**src/victim_select.sv**
```systemverilog
`timescale 1ns/100ps

module victim_select #(
    parameter int NUM_WAYS = 4,
    parameter int WAY_BITS = $clog2(NUM_WAYS)
) (
    input  logic                clk_i,
    input  logic                rstn_i,
    input  logic [NUM_WAYS-1:0] set_valid_i,
    output logic [WAY_BITS-1:0] victim_way_o
);

    logic [WAY_BITS-1:0] rr_q;

    // Free-running round-robin pointer
    always_ff @(posedge clk_i) begin
        if (!rstn_i) begin
            rr_q <= '0;
        end else if (rr_q == WAY_BITS'(NUM_WAYS - 1)) begin
            rr_q <= '0;
        end else begin
            rr_q <= rr_q + 1'b1;
        end
    end

    // Lowest invalid way wins, else the pointer
    always_comb begin
        victim_way_o = rr_q;
        for (int w = NUM_WAYS - 1; w >= 0; w--) begin
            if (!set_valid_i[w]) begin
                victim_way_o = WAY_BITS'(w);
            end
        end
    end

    // A set with a free way never evicts a valid block
    assert property (@(posedge clk_i) disable iff (!rstn_i)
        !(&set_valid_i) |-> !set_valid_i[victim_way_o])
        else $error("victim way %0d is valid while the set has a free way", victim_way_o);

endmodule
```
**config.mk**
```make
export PLATFORM = sky130hd
export DESIGN_NAME = victim_select
export DESIGN_NICKNAME = d
export VERILOG_FILES = /design/src/victim_select.sv
export SDC_FILE = /design/constraint.sdc
export NUM_CORES = 1
export LEC_CHECK = 0
export ABC_CLOCK_PERIOD_IN_PS = 1300
export BUFFER_PORTS_ARGS = -buffer_cell sky130_fd_sc_hd__buf_2
export CAP_MARGIN = 25
export CORE_AREA = 10 10 47 49
export CTS_CLUSTER_SIZE = 14
export DETAILED_ROUTE_END_ITERATION = 12
export DIE_AREA = 0 0 57 59
export RECOVER_POWER = 25
export SLEW_MARGIN = 0
export SYNTH_ARGS = -nofsm -noshare
export SYNTH_HDL_FRONTEND = slang
export SYNTH_SLANG_ARGS = --single-unit
```
**constraint.sdc**
```tcl
create_clock -name clk_i -period 1.3 [get_ports clk_i]
set_clock_uncertainty 0.1 [all_clocks]
set_input_delay 0 -clock clk_i [delete_from_list [all_inputs] [get_ports clk_i]]
set_output_delay 0 -clock clk_i [all_outputs]
set_load 0.02 [all_outputs]
```
==> impl_metrics.env <==
export IMPL_drv_slew=0
export IMPL_tightest_slew_ns=0.139
export IMPL_clk_latency_ns=0.22
export IMPL_fp_dieW_um=57
export IMPL_num_vias=122
export IMPL_cts_tree="built"
export IMPL_place_area_um2=158
export IMPL_cts_root_buffer="clkbuf_4"
export IMPL_synth_edf_count=0
export IMPL_nNetsFinal=31
export IMPL_holdBufCountCts=1
export IMPL_yosysWarnings=0
export IMPL_antennaDiodeCount=0
export IMPL_syn_area_per_cell_um2=9.33
export IMPL_antenna_found_initial=0
export IMPL_synthCells=11
export IMPL_crit_start="rr_q[0]"
export IMPL_yosysTopAreaCellShare_pct=39.0
export IMPL_num_rows=14
export IMPL_top_regs="rr_q (2)"
export IMPL_start_kind="register"
export IMPL_grt_max_degree=4
export IMPL_cts_sinks=2
export IMPL_synth_cell_type_count=10
export IMPL_initial_core_util_pct=7.32
export IMPL_p_leak_uw=0.0000956
export IMPL_antenna_left=0
export IMPL_die_height_um=59
export IMPL_cts_setup_buffers=0
export IMPL_yosysMostFrequentCell="dfxtp_1"
export IMPL_yosysSeqAreaShare_pct=39.0
export IMPL_max_cap_violations=0
export IMPL_mappedNetlistNets=18
export IMPL_setup_viol=0
export IMPL_multi_input_area_um2=58.8
export IMPL_grt_pass1_vias=113
export IMPL_synthFlopType="dfxtp_1"
export IMPL_largest_reg_flops=2
export IMPL_post_route_drc_count=0
export IMPL_p_per_area_nw_per_um2=1310
export IMPL_port_buffers=7
export IMPL_wire_per_inst_um=8.05
export IMPL_setup_ws_ns=0.221
export IMPL_syn_area_um2=103
export IMPL_dpl_worst_slack_ns=0.315
export IMPL_fill_cells=169
export IMPL_timing_slew_headroom_pct=90.7
export IMPL_r2r_cells=2
export IMPL_cts_buffer_depth=2
export IMPL_path_clk_slew_ns=0.03
export IMPL_hold_class="in -> out"
export IMPL_fmax_ghz=0.927
export IMPL_ir_worst_vdd_mv=0.303
export IMPL_grt_usage_pct=2.33
export IMPL_end_kind="primary output"
export IMPL_hold_viol_final=0
export IMPL_dp_cells=34
export IMPL_async_flop_share_pct=0
export IMPL_hold_start="set_valid_i[3]"
export IMPL_io_pins=8
export IMPL_syn2layout_area_growth_pct=85.4
export IMPL_worstPathArrival_ns=0.98
export IMPL_cts_resized=0
export IMPL_post_route_min_period_ns=1.08
export IMPL_min_period_over_period_pct=83.0
export IMPL_drive_gt1_share_pct=45.5
export IMPL_rsz0062_at_grt="false"
export IMPL_dr_first_iter_drc_count=2
export IMPL_power_uw=249
export IMPL_grt_pass1_wl_um=489
export IMPL_die_area_um2=3360
export IMPL_fin_tns_setup_ns=0
export IMPL_required_ns=1.20
export IMPL_status="finished, final reports clean"
export IMPL_wirelength_um=306
export IMPL_synthTopCellsByArea="dfxtp_1, ha_1, and3b_1, nand3b_1, nor3b_1"
export IMPL_fp_coreArea_um2=1400
export IMPL_cts_max_level=1
export IMPL_dpl_hpwl_um=244
export IMPL_vias_per_cell=3.21
export IMPL_synth_seq_cells=2
export IMPL_crit_type="reg -> out"
export IMPL_routabilityCongestion=0.588
export IMPL_top_register="rr_q"
export IMPL_regArea_um2=40.0
export IMPL_path_max_fanout=3
export IMPL_grt_overflow=0
export IMPL_dr_pass1_iters=4
export IMPL_holdPathStages=3
export IMPL_yosysTopAreaCell="dfxtp_1"
export IMPL_r2r_start="rr_q[0]"
export IMPL_cts_buffers=3
export IMPL_fin_area_um2=190
export IMPL_final_cells=38
metal layers:
metal / wire, µm / vias up / share of wire (%) / GRT usage [%]
met3: 93 / 2 / 30 / 4.94
met1: 139 / 49 / 45 / 2.14
met5: 0 / - / 0 / 0
met4: 4 / 0 / 1.3 / 2.01
li1: - / 61 / - / -
met2: 68 / 10 / 22 / 1.09
final cells by class:
class                   instances  share of cell area [%]
clock buffers                   3                    11.8
flip-flops and latches          2                    21.1
multi-input cells               8                    30.9
inverters                       1                    1.97
repair buffers                  8                    23.7
well taps                      16                    10.5
critical path, stage by stage (launching register included):
cell and delay (ns):
dfxtp_1 0.31, nand3b_1 0.15, and3_1 0.16, buf_2 0.15
stage by stage:
step / hold slack (ns) / util, %
after floorplan: 0.0231 / -
after detailed placement: 0.173 / 11.3
after global routing: 0.213 / 13.6
final: 0.198 / 13.6
after global placement: 0.155 / 11.3
after CTS: 0.199 / 13.6
path summary, 6_finish.rpt:
path                                        end  slack (ns)
worst max-delay path            victim_way_o[0]        0.22
worst min-delay path            victim_way_o[1]        0.20
worst max register to register          rr_q[1]        0.33
worst min register to register          rr_q[0]        0.34
where the power goes:
group / switching (µW) / leakage, µW / internal, µW
logic: 18.1 / 0.0000651 / 21.7
clock network: 33.5 / 0.0000138 / 102
registers: 4.25 / 0.0000167 / 70.2
cells by family after synthesis:
logic type / synth area share, %
buffers and inverters: 3.66
flip-flops: 39.0
AO/OA/AOI/OAI: 6.10
AND/OR/NAND/NOR: 39.0
adder cells (fa/ha/maj): 12.2
layout by cell type (no fill, tap or decap):
cell type	n
a31oi_1	1
and3_1	1
and3b_1	1
buf_2	7
clkbuf_4	3
dfxtp_1	2
dlygate4sd3_1	1
ha_1	1
inv_1	1
nand2_1	1
nand2b_1	1
nand3b_1	1
nor3b_1	1
Note: power is estimated with default switching activity, not from simulation.
