[src/cache_ctrl_pkg.sv]
package cache_ctrl_pkg;

    // Controller states
    typedef enum logic [2:0] {
        ST_IDLE,
        ST_LOOKUP,
        ST_WB_REQ,
        ST_FILL_REQ,
        ST_FILL_WAIT,
        ST_RESPOND
    } ctrl_state_t;

    // Associativity used by the top level unless overridden
    localparam int DEFAULT_WAYS = 4;

endpackage

[src/cache_geom_pkg.sv]
package cache_geom_pkg;

    localparam int ADDR_BITS       = 32;
    localparam int WORD_BITS       = 32;
    localparam int WORDS_PER_BLOCK = 4;
    localparam int BLOCK_BITS      = WORD_BITS * WORDS_PER_BLOCK;
    localparam int OFFSET_BITS     = 4;
    localparam int BYTE_BITS       = 2;
    localparam int WORD_SEL_BITS   = 2;
    localparam int SET_BITS        = 4;
    localparam int NUM_SETS        = 1 << SET_BITS;
    localparam int TAG_BITS        = 24;

    typedef logic [ADDR_BITS-1:0]     addr_t;
    typedef logic [WORD_BITS-1:0]     word_t;
    // Word 0 sits in the low bits
    typedef logic [BLOCK_BITS-1:0]    block_t;
    typedef logic [TAG_BITS-1:0]      tag_t;
    typedef logic [SET_BITS-1:0]      set_idx_t;
    typedef logic [WORD_SEL_BITS-1:0] word_sel_t;

    // Address layout: tag | set | word select | byte offset
    function automatic tag_t addr_tag(addr_t addr);
        return addr[ADDR_BITS-1 -: TAG_BITS];
    endfunction

    function automatic set_idx_t addr_set(addr_t addr);
        return addr[OFFSET_BITS +: SET_BITS];
    endfunction

    function automatic word_sel_t addr_word(addr_t addr);
        return addr[BYTE_BITS +: WORD_SEL_BITS];
    endfunction

    function automatic addr_t block_addr(tag_t tag, set_idx_t set_idx);
        return {tag, set_idx, {OFFSET_BITS{1'b0}}};
    endfunction

endpackage

[src/l1d_fsm.sv]
`timescale 1ns/100ps

module l1d_fsm import cache_geom_pkg::*, cache_ctrl_pkg::*; #(
    parameter int NUM_WAYS = 4,
    parameter int WAY_BITS = $clog2(NUM_WAYS)
) (
    input  logic                clk_i,
    input  logic                rstn_i,

    input  logic                req_valid_i,
    input  logic                req_write_i,
    input  addr_t               req_addr_i,
    input  word_t               req_wdata_i,
    output logic                req_ready_o,

    output logic                resp_valid_o,
    output word_t               resp_rdata_o,
    input  logic                resp_ready_i,

    output logic                bus_req_valid_o,
    output logic                bus_req_write_o,
    output addr_t               bus_req_addr_o,
    output block_t              bus_req_wdata_o,
    input  logic                bus_req_ready_i,

    input  logic                bus_rdata_valid_i,
    input  block_t              bus_rdata_i,
    output logic                bus_rdata_ready_o,

    input  logic                lookup_hit_i,
    input  logic [WAY_BITS-1:0] lookup_way_i,
    input  word_t               lookup_word_i,
    input  logic [WAY_BITS-1:0] victim_way_i,
    input  logic                victim_valid_i,
    input  logic                victim_dirty_i,
    input  tag_t                victim_tag_i,
    input  block_t              victim_block_i,

    output addr_t               req_addr_o,
    output word_t               wdata_o,
    output logic [WAY_BITS-1:0] way_o,
    output logic                word_we_o,
    output logic                fill_we_o,
    output block_t              fill_block_o
);

    ctrl_state_t         state_q;
    logic                resp_valid_q;
    logic                bus_req_valid_q;

    addr_t               req_addr_q;
    word_t               req_wdata_q;
    logic                req_write_q;
    word_t               resp_rdata_q;
    logic                bus_req_write_q;
    addr_t               bus_req_addr_q;
    block_t              bus_req_wdata_q;
    logic [WAY_BITS-1:0] victim_way_q;

    logic                req_fire;
    logic                evict_dirty;
    addr_t               fill_addr;
    addr_t               wb_addr;

    assign req_fire    = req_valid_i && req_ready_o;
    assign evict_dirty = victim_valid_i && victim_dirty_i;
    assign fill_addr   = block_addr(addr_tag(req_addr_q), addr_set(req_addr_q));
    assign wb_addr     = block_addr(victim_tag_i, addr_set(req_addr_q));

    assign req_ready_o       = (state_q == ST_IDLE);
    assign bus_rdata_ready_o = (state_q == ST_FILL_WAIT);
    assign resp_valid_o      = resp_valid_q;
    assign resp_rdata_o      = resp_rdata_q;
    assign bus_req_valid_o   = bus_req_valid_q;
    assign bus_req_write_o   = bus_req_write_q;
    assign bus_req_addr_o    = bus_req_addr_q;
    assign bus_req_wdata_o   = bus_req_wdata_q;

    assign req_addr_o   = req_addr_q;
    assign wdata_o      = req_wdata_q;
    assign word_we_o    = (state_q == ST_LOOKUP) && lookup_hit_i && req_write_q;
    assign fill_we_o    = (state_q == ST_FILL_WAIT) && bus_rdata_valid_i;
    assign fill_block_o = bus_rdata_i;

    // During lookup the store shows the candidate victim; later the latched one
    always_comb begin
        if (state_q == ST_LOOKUP) begin
            way_o = lookup_hit_i ? lookup_way_i : victim_way_i;
        end else begin
            way_o = victim_way_q;
        end
    end

    always_ff @(posedge clk_i) begin
        if (!rstn_i) begin
            state_q         <= ST_IDLE;
            resp_valid_q    <= 1'b0;
            bus_req_valid_q <= 1'b0;
        end else begin
            case (state_q)
                ST_IDLE: begin
                    if (req_fire) state_q <= ST_LOOKUP;
                end
                ST_LOOKUP: begin
                    if (lookup_hit_i && req_write_q) begin
                        state_q <= ST_IDLE;
                    end else if (lookup_hit_i) begin
                        resp_valid_q <= 1'b1;
                        state_q      <= ST_RESPOND;
                    end else begin
                        bus_req_valid_q <= 1'b1;
                        state_q         <= evict_dirty ? ST_WB_REQ : ST_FILL_REQ;
                    end
                end
                ST_WB_REQ: begin
                    // Request stays valid, the fill read follows directly
                    if (bus_req_ready_i) state_q <= ST_FILL_REQ;
                end
                ST_FILL_REQ: begin
                    if (bus_req_ready_i) begin
                        bus_req_valid_q <= 1'b0;
                        state_q         <= ST_FILL_WAIT;
                    end
                end
                ST_FILL_WAIT: begin
                    if (bus_rdata_valid_i) state_q <= ST_LOOKUP;
                end
                ST_RESPOND: begin
                    if (resp_ready_i) begin
                        resp_valid_q <= 1'b0;
                        state_q      <= ST_IDLE;
                    end
                end
                default: state_q <= ST_IDLE;
            endcase
        end
    end

    always_ff @(posedge clk_i) begin
        if (req_fire) begin
            req_addr_q  <= req_addr_i;
            req_wdata_q <= req_wdata_i;
            req_write_q <= req_write_i;
        end
        if (state_q == ST_LOOKUP && lookup_hit_i) begin
            resp_rdata_q <= lookup_word_i;
        end
        if (state_q == ST_LOOKUP && !lookup_hit_i) begin
            victim_way_q    <= victim_way_i;
            bus_req_write_q <= evict_dirty;
            bus_req_addr_q  <= evict_dirty ? wb_addr : fill_addr;
            bus_req_wdata_q <= victim_block_i;
        end
        if (state_q == ST_WB_REQ && bus_req_ready_i) begin
            bus_req_write_q <= 1'b0;
            bus_req_addr_q  <= fill_addr;
        end
    end

    // Bus request held until the bus takes it
    assert property (@(posedge clk_i) disable iff (!rstn_i)
        bus_req_valid_o && !bus_req_ready_i |=> bus_req_valid_o
            && $stable(bus_req_write_o) && $stable(bus_req_addr_o)
            && $stable(bus_req_wdata_o))
        else $error("bus request changed before ready");

    assert property (@(posedge clk_i) disable iff (!rstn_i)
        resp_valid_o |-> state_q == ST_RESPOND)
        else $error("response valid outside respond state");

endmodule

[config.mk]
export PLATFORM = sky130hd
export DESIGN_NAME = l1d_fsm
export DESIGN_NICKNAME = d
export VERILOG_FILES = /design/src/cache_ctrl_pkg.sv /design/src/cache_geom_pkg.sv /design/src/l1d_fsm.sv
export SDC_FILE = /design/constraint.sdc
export NUM_CORES = 1
export LEC_CHECK = 0
export BUFFER_PORTS_ARGS = -buffer_cell sky130_fd_sc_hd__buf_2
export CORE_AREA = 3 3 303 305
export CTS_CLUSTER_SIZE = 12
export DETAILED_ROUTE_END_ITERATION = 10
export DIE_AREA = 0 0 306 308
export SLEW_MARGIN = 30
export SYNTH_ARGS = -nofsm -noshare
export SYNTH_HDL_FRONTEND = slang
export SYNTH_SLANG_ARGS = --single-unit
[constraint.sdc]
create_clock -name clk_i -period 5.9 [get_ports clk_i]
set_clock_uncertainty 0.05 [all_clocks]
set_input_delay 0.59 -clock clk_i [delete_from_list [all_inputs] [get_ports clk_i]]
set_output_delay 0.59 -clock clk_i [all_outputs]
set_load 0.1 [all_outputs]
==> impl_metrics.json <==
{
  "yosys_warnings": 0,
  "gr-total-overflow": 0,
  "syn_inst": 473,
  "cts_resized": 0,
  "ant_nets": 0,
  "clock_sinks": 261,
  "hold_buffers": 0,
  "ir_drop_mv": 0.278,
  "grt_usage_pct": 6.43,
  "cp-start-kind": "flip-flop",
  "die_y_microns": 308,
  "synth_common_cells": "edfxtp_1, buf_4, mux2_4",
  "synth_compound_area_share_pct": 1.11,
  "leakagePower_nw": 5.30,
  "io_pins": 783,
  "synth-simple-area-share_pct": 2.00,
  "fin_setup_tns_ps": 0,
  "slew_headroom_pct": 35.5,
  "avgSynthCellArea_sq_um": 20.1,
  "core_sq_um": 89600,
  "crit_required_ps": 5260,
  "final_net_count": 1289,
  "cap_violations": 0,
  "drive_gt1_share_pct": 65.4,
  "post_cts_buffers": 0,
  "portBuffers": 522,
  "fp.dieW_microns": 306,
  "yosysTopAreaCell": "edfxtp_1",
  "initial_utilization_pct": 10.6,
  "drt_iter0_drc": 252,
  "ys_seq_area_share_pct": 81.9,
  "stdcell_count": 2100,
  "insertion_delay_ps": 550,
  "crit_fanout": 12,
  "antenna_found_initial": 7,
  "place_congestion": 0.685,
  "critPathKind": "flip-flop to output pin",
  "ys_ff_latch": 261,
  "worst_pin_slew_ps": 968,
  "tritoncts": "built",
  "root_buffer": "clkbuf_16",
  "drv_slew": 0,
  "synth_top_area_share_pct": 80.6,
  "synthArstFlopShare_pct": 0,
  "clock.fmax_mhz": 307,
  "syn_to_final_growth_pct": 43.8,
  "grt_pass1_wl_mm": 42.4,
  "drt_wl_total_mm": 32.8,
  "cts_max_level": 2,
  "grt_max_degree": 132,
  "synthFlopType": "edfxtp_1",
  "min-delay-path-class": "input port to flip-flop",
  "power.density_nw_per_um2": 494,
  "hp-start": "req_write_i",
  "placementRows": 110,
  "firstDrtPassIters": 4,
  "synth-edff-count": 255,
  "final-setup-viol-count": 0,
  "regToRegStartpoint": "state_q[0]$_SDFFE_PN0P_",
  "post_synth_instance_area_sq_um": 9500,
  "vias": 5620,
  "place_hpwl_mm": 26.3,
  "clk_path_buf_depth": 3,
  "fin_crit_sh_pct": 55.3,
  "wl_per_cell_microns": 15.6,
  "synthTopCellsByArea": "edfxtp_1, buf_4, mux2_4",
  "rsz0062_at_grt": "no",
  "synth.most_common_cell": "edfxtp_1",
  "synth_xor_area_share_pct": 0,
  "finalHoldViolCount": 0,
  "cts_made_buffers": 34,
  "vias_per_cell": 2.68,
  "dieArea_sq_um": 94200,
  "synth_top_family_by_area": "buffers and inverters",
  "startpoint": "state_q[0]$_SDFFE_PN0P_",
  "yosys.area_share.adder_pct": 0,
  "arrival_ps": 2620,
  "status": "finished clean",
  "endpoint_kind": "output pin",
  "ys_types": 32,
  "clk_pin_slew_ps": 60,
  "grt_pass1_vias": 5650,
  "post-route-min-period_ps": 3260,
  "synth.area.mux_share_pct": 4.06,
  "post-place-cells": 2039,
  "drc": 0
}
-- routing by layer --
layer	global-route usage [%]	vias up	routed length [microns]
met5	0	-	73
met4	2.87	12	1200
met3	4.75	80	5210
met2	9.59	471	14300
met1	6.82	2573	12000
li1	-	2484	-
-- power by group --
group / switching (mW) / total (mW) / internal [mW]
Sequential: 0.107 / 2.48 / 2.37
Combinational: 2.05 / 2.34 / 0.288
Clock: 0.812 / 1.92 / 1.11
Total: 2.97 / 6.74 / 3.77
-- layout make-up --
| class | instances | area [sq um] |
|---|---|---|
| Antenna cell | 2 | 5.00 |
| Fill cell | 9896 | 75900 |
| Inverter | 1 | 3.75 |
| Multi-Input combinational cell | 76 | 702 |
| Clock inverter | 21 | 155 |
| Sequential cell | 261 | 7780 |
| Tap cell | 1176 | 1470 |
| Timing Repair Buffer | 525 | 2680 |
| Clock buffer | 38 | 866 |
-- stage by stage --
| stage | utilization, % | setup WS (ps) | power, mW | area (sq um) | hold WS (ps) |
|---|---|---|---|---|---|
| floorplan | - | 990 | 4.84 | 9510 | 477 |
| global placement | 14.0 | 3200 | 4.87 | 12600 | 442 |
| detailed placement | 14.1 | 3140 | 4.89 | 12600 | 443 |
| CTS | 15.2 | 2540 | 6.87 | 13700 | 86.0 |
| global route | 15.2 | 2500 | 7.00 | 13700 | 99.4 |
| finish | 15.2 | 2640 | 6.74 | 13700 | 160 |
-- path summary, 6_finish.rpt --
path | to | slack (ps) | depth (start not counted)
max | word_we_o | 2640 | 3
min | req_write_q$_DFFE_PP_ | 160 | 1
max reg2reg | victim_way_q[1]$_DFFE_PP_ | 3100 | 3
min reg2reg | resp_valid_o$_SDFFE_PN0P_ | 450 | 2
-- cell families (layout without fill, tap and decap cells) --
| group | after synthesis | after routing |
|---|---|---|
| AOI/OAI and AO/OA | 16 | 16 |
| buffers and inverters | 139 | 585 |
| and+or+nand+nor | 28 | 28 |
| muxes | 28 | 28 |
| other | 1 | 6 |
| DFF | 261 | 261 |
-- layout by cell type (no fill, tap or decap), drive strengths merged --
cell type,netlist,routed
clkbuf,2,38
clkinv,0,12
o31ai,1,1
a2111oi,1,1
edfxtp,255,255
nor3b,2,2
conb,1,4
a21boi,2,2
bufinv,0,1
clkinvlp,0,3
and3,2,2
mux2,24,24
nand2,6,6
nand3,1,1
diode,0,2
and2b,1,1
o211ai,2,2
nand3b,3,3
mux2i,4,4
inv,1,6
o21a,1,1
o221a,1,1
a21oi,5,5
o21ai,3,3
nand2b,3,3
or2,1,1
nor2,5,5
buf,136,525
nor3,1,1
dfxtp,6,6
and2,3,3
-- state kept, by name, indices dropped and copies added (netlist names) --
register / flops
wdata_o: 32
req_write_q: 1
victim_way_q: 2
bus_req_wdata_o: 128
bus_req_addr_o: 28
bus_req_write_o: 1
resp_valid_o: 1
req_addr_o: 32
bus_req_valid_o: 1
resp_rdata_o: 32
state_q: 3
-- critical path, stage by stage (launching register included) --
cell and delay, ps:
dfxtp_1 600, nor3b_4 720, and3_1 290, buf_2 440
Note: power is estimated with default switching activity, not from simulation.
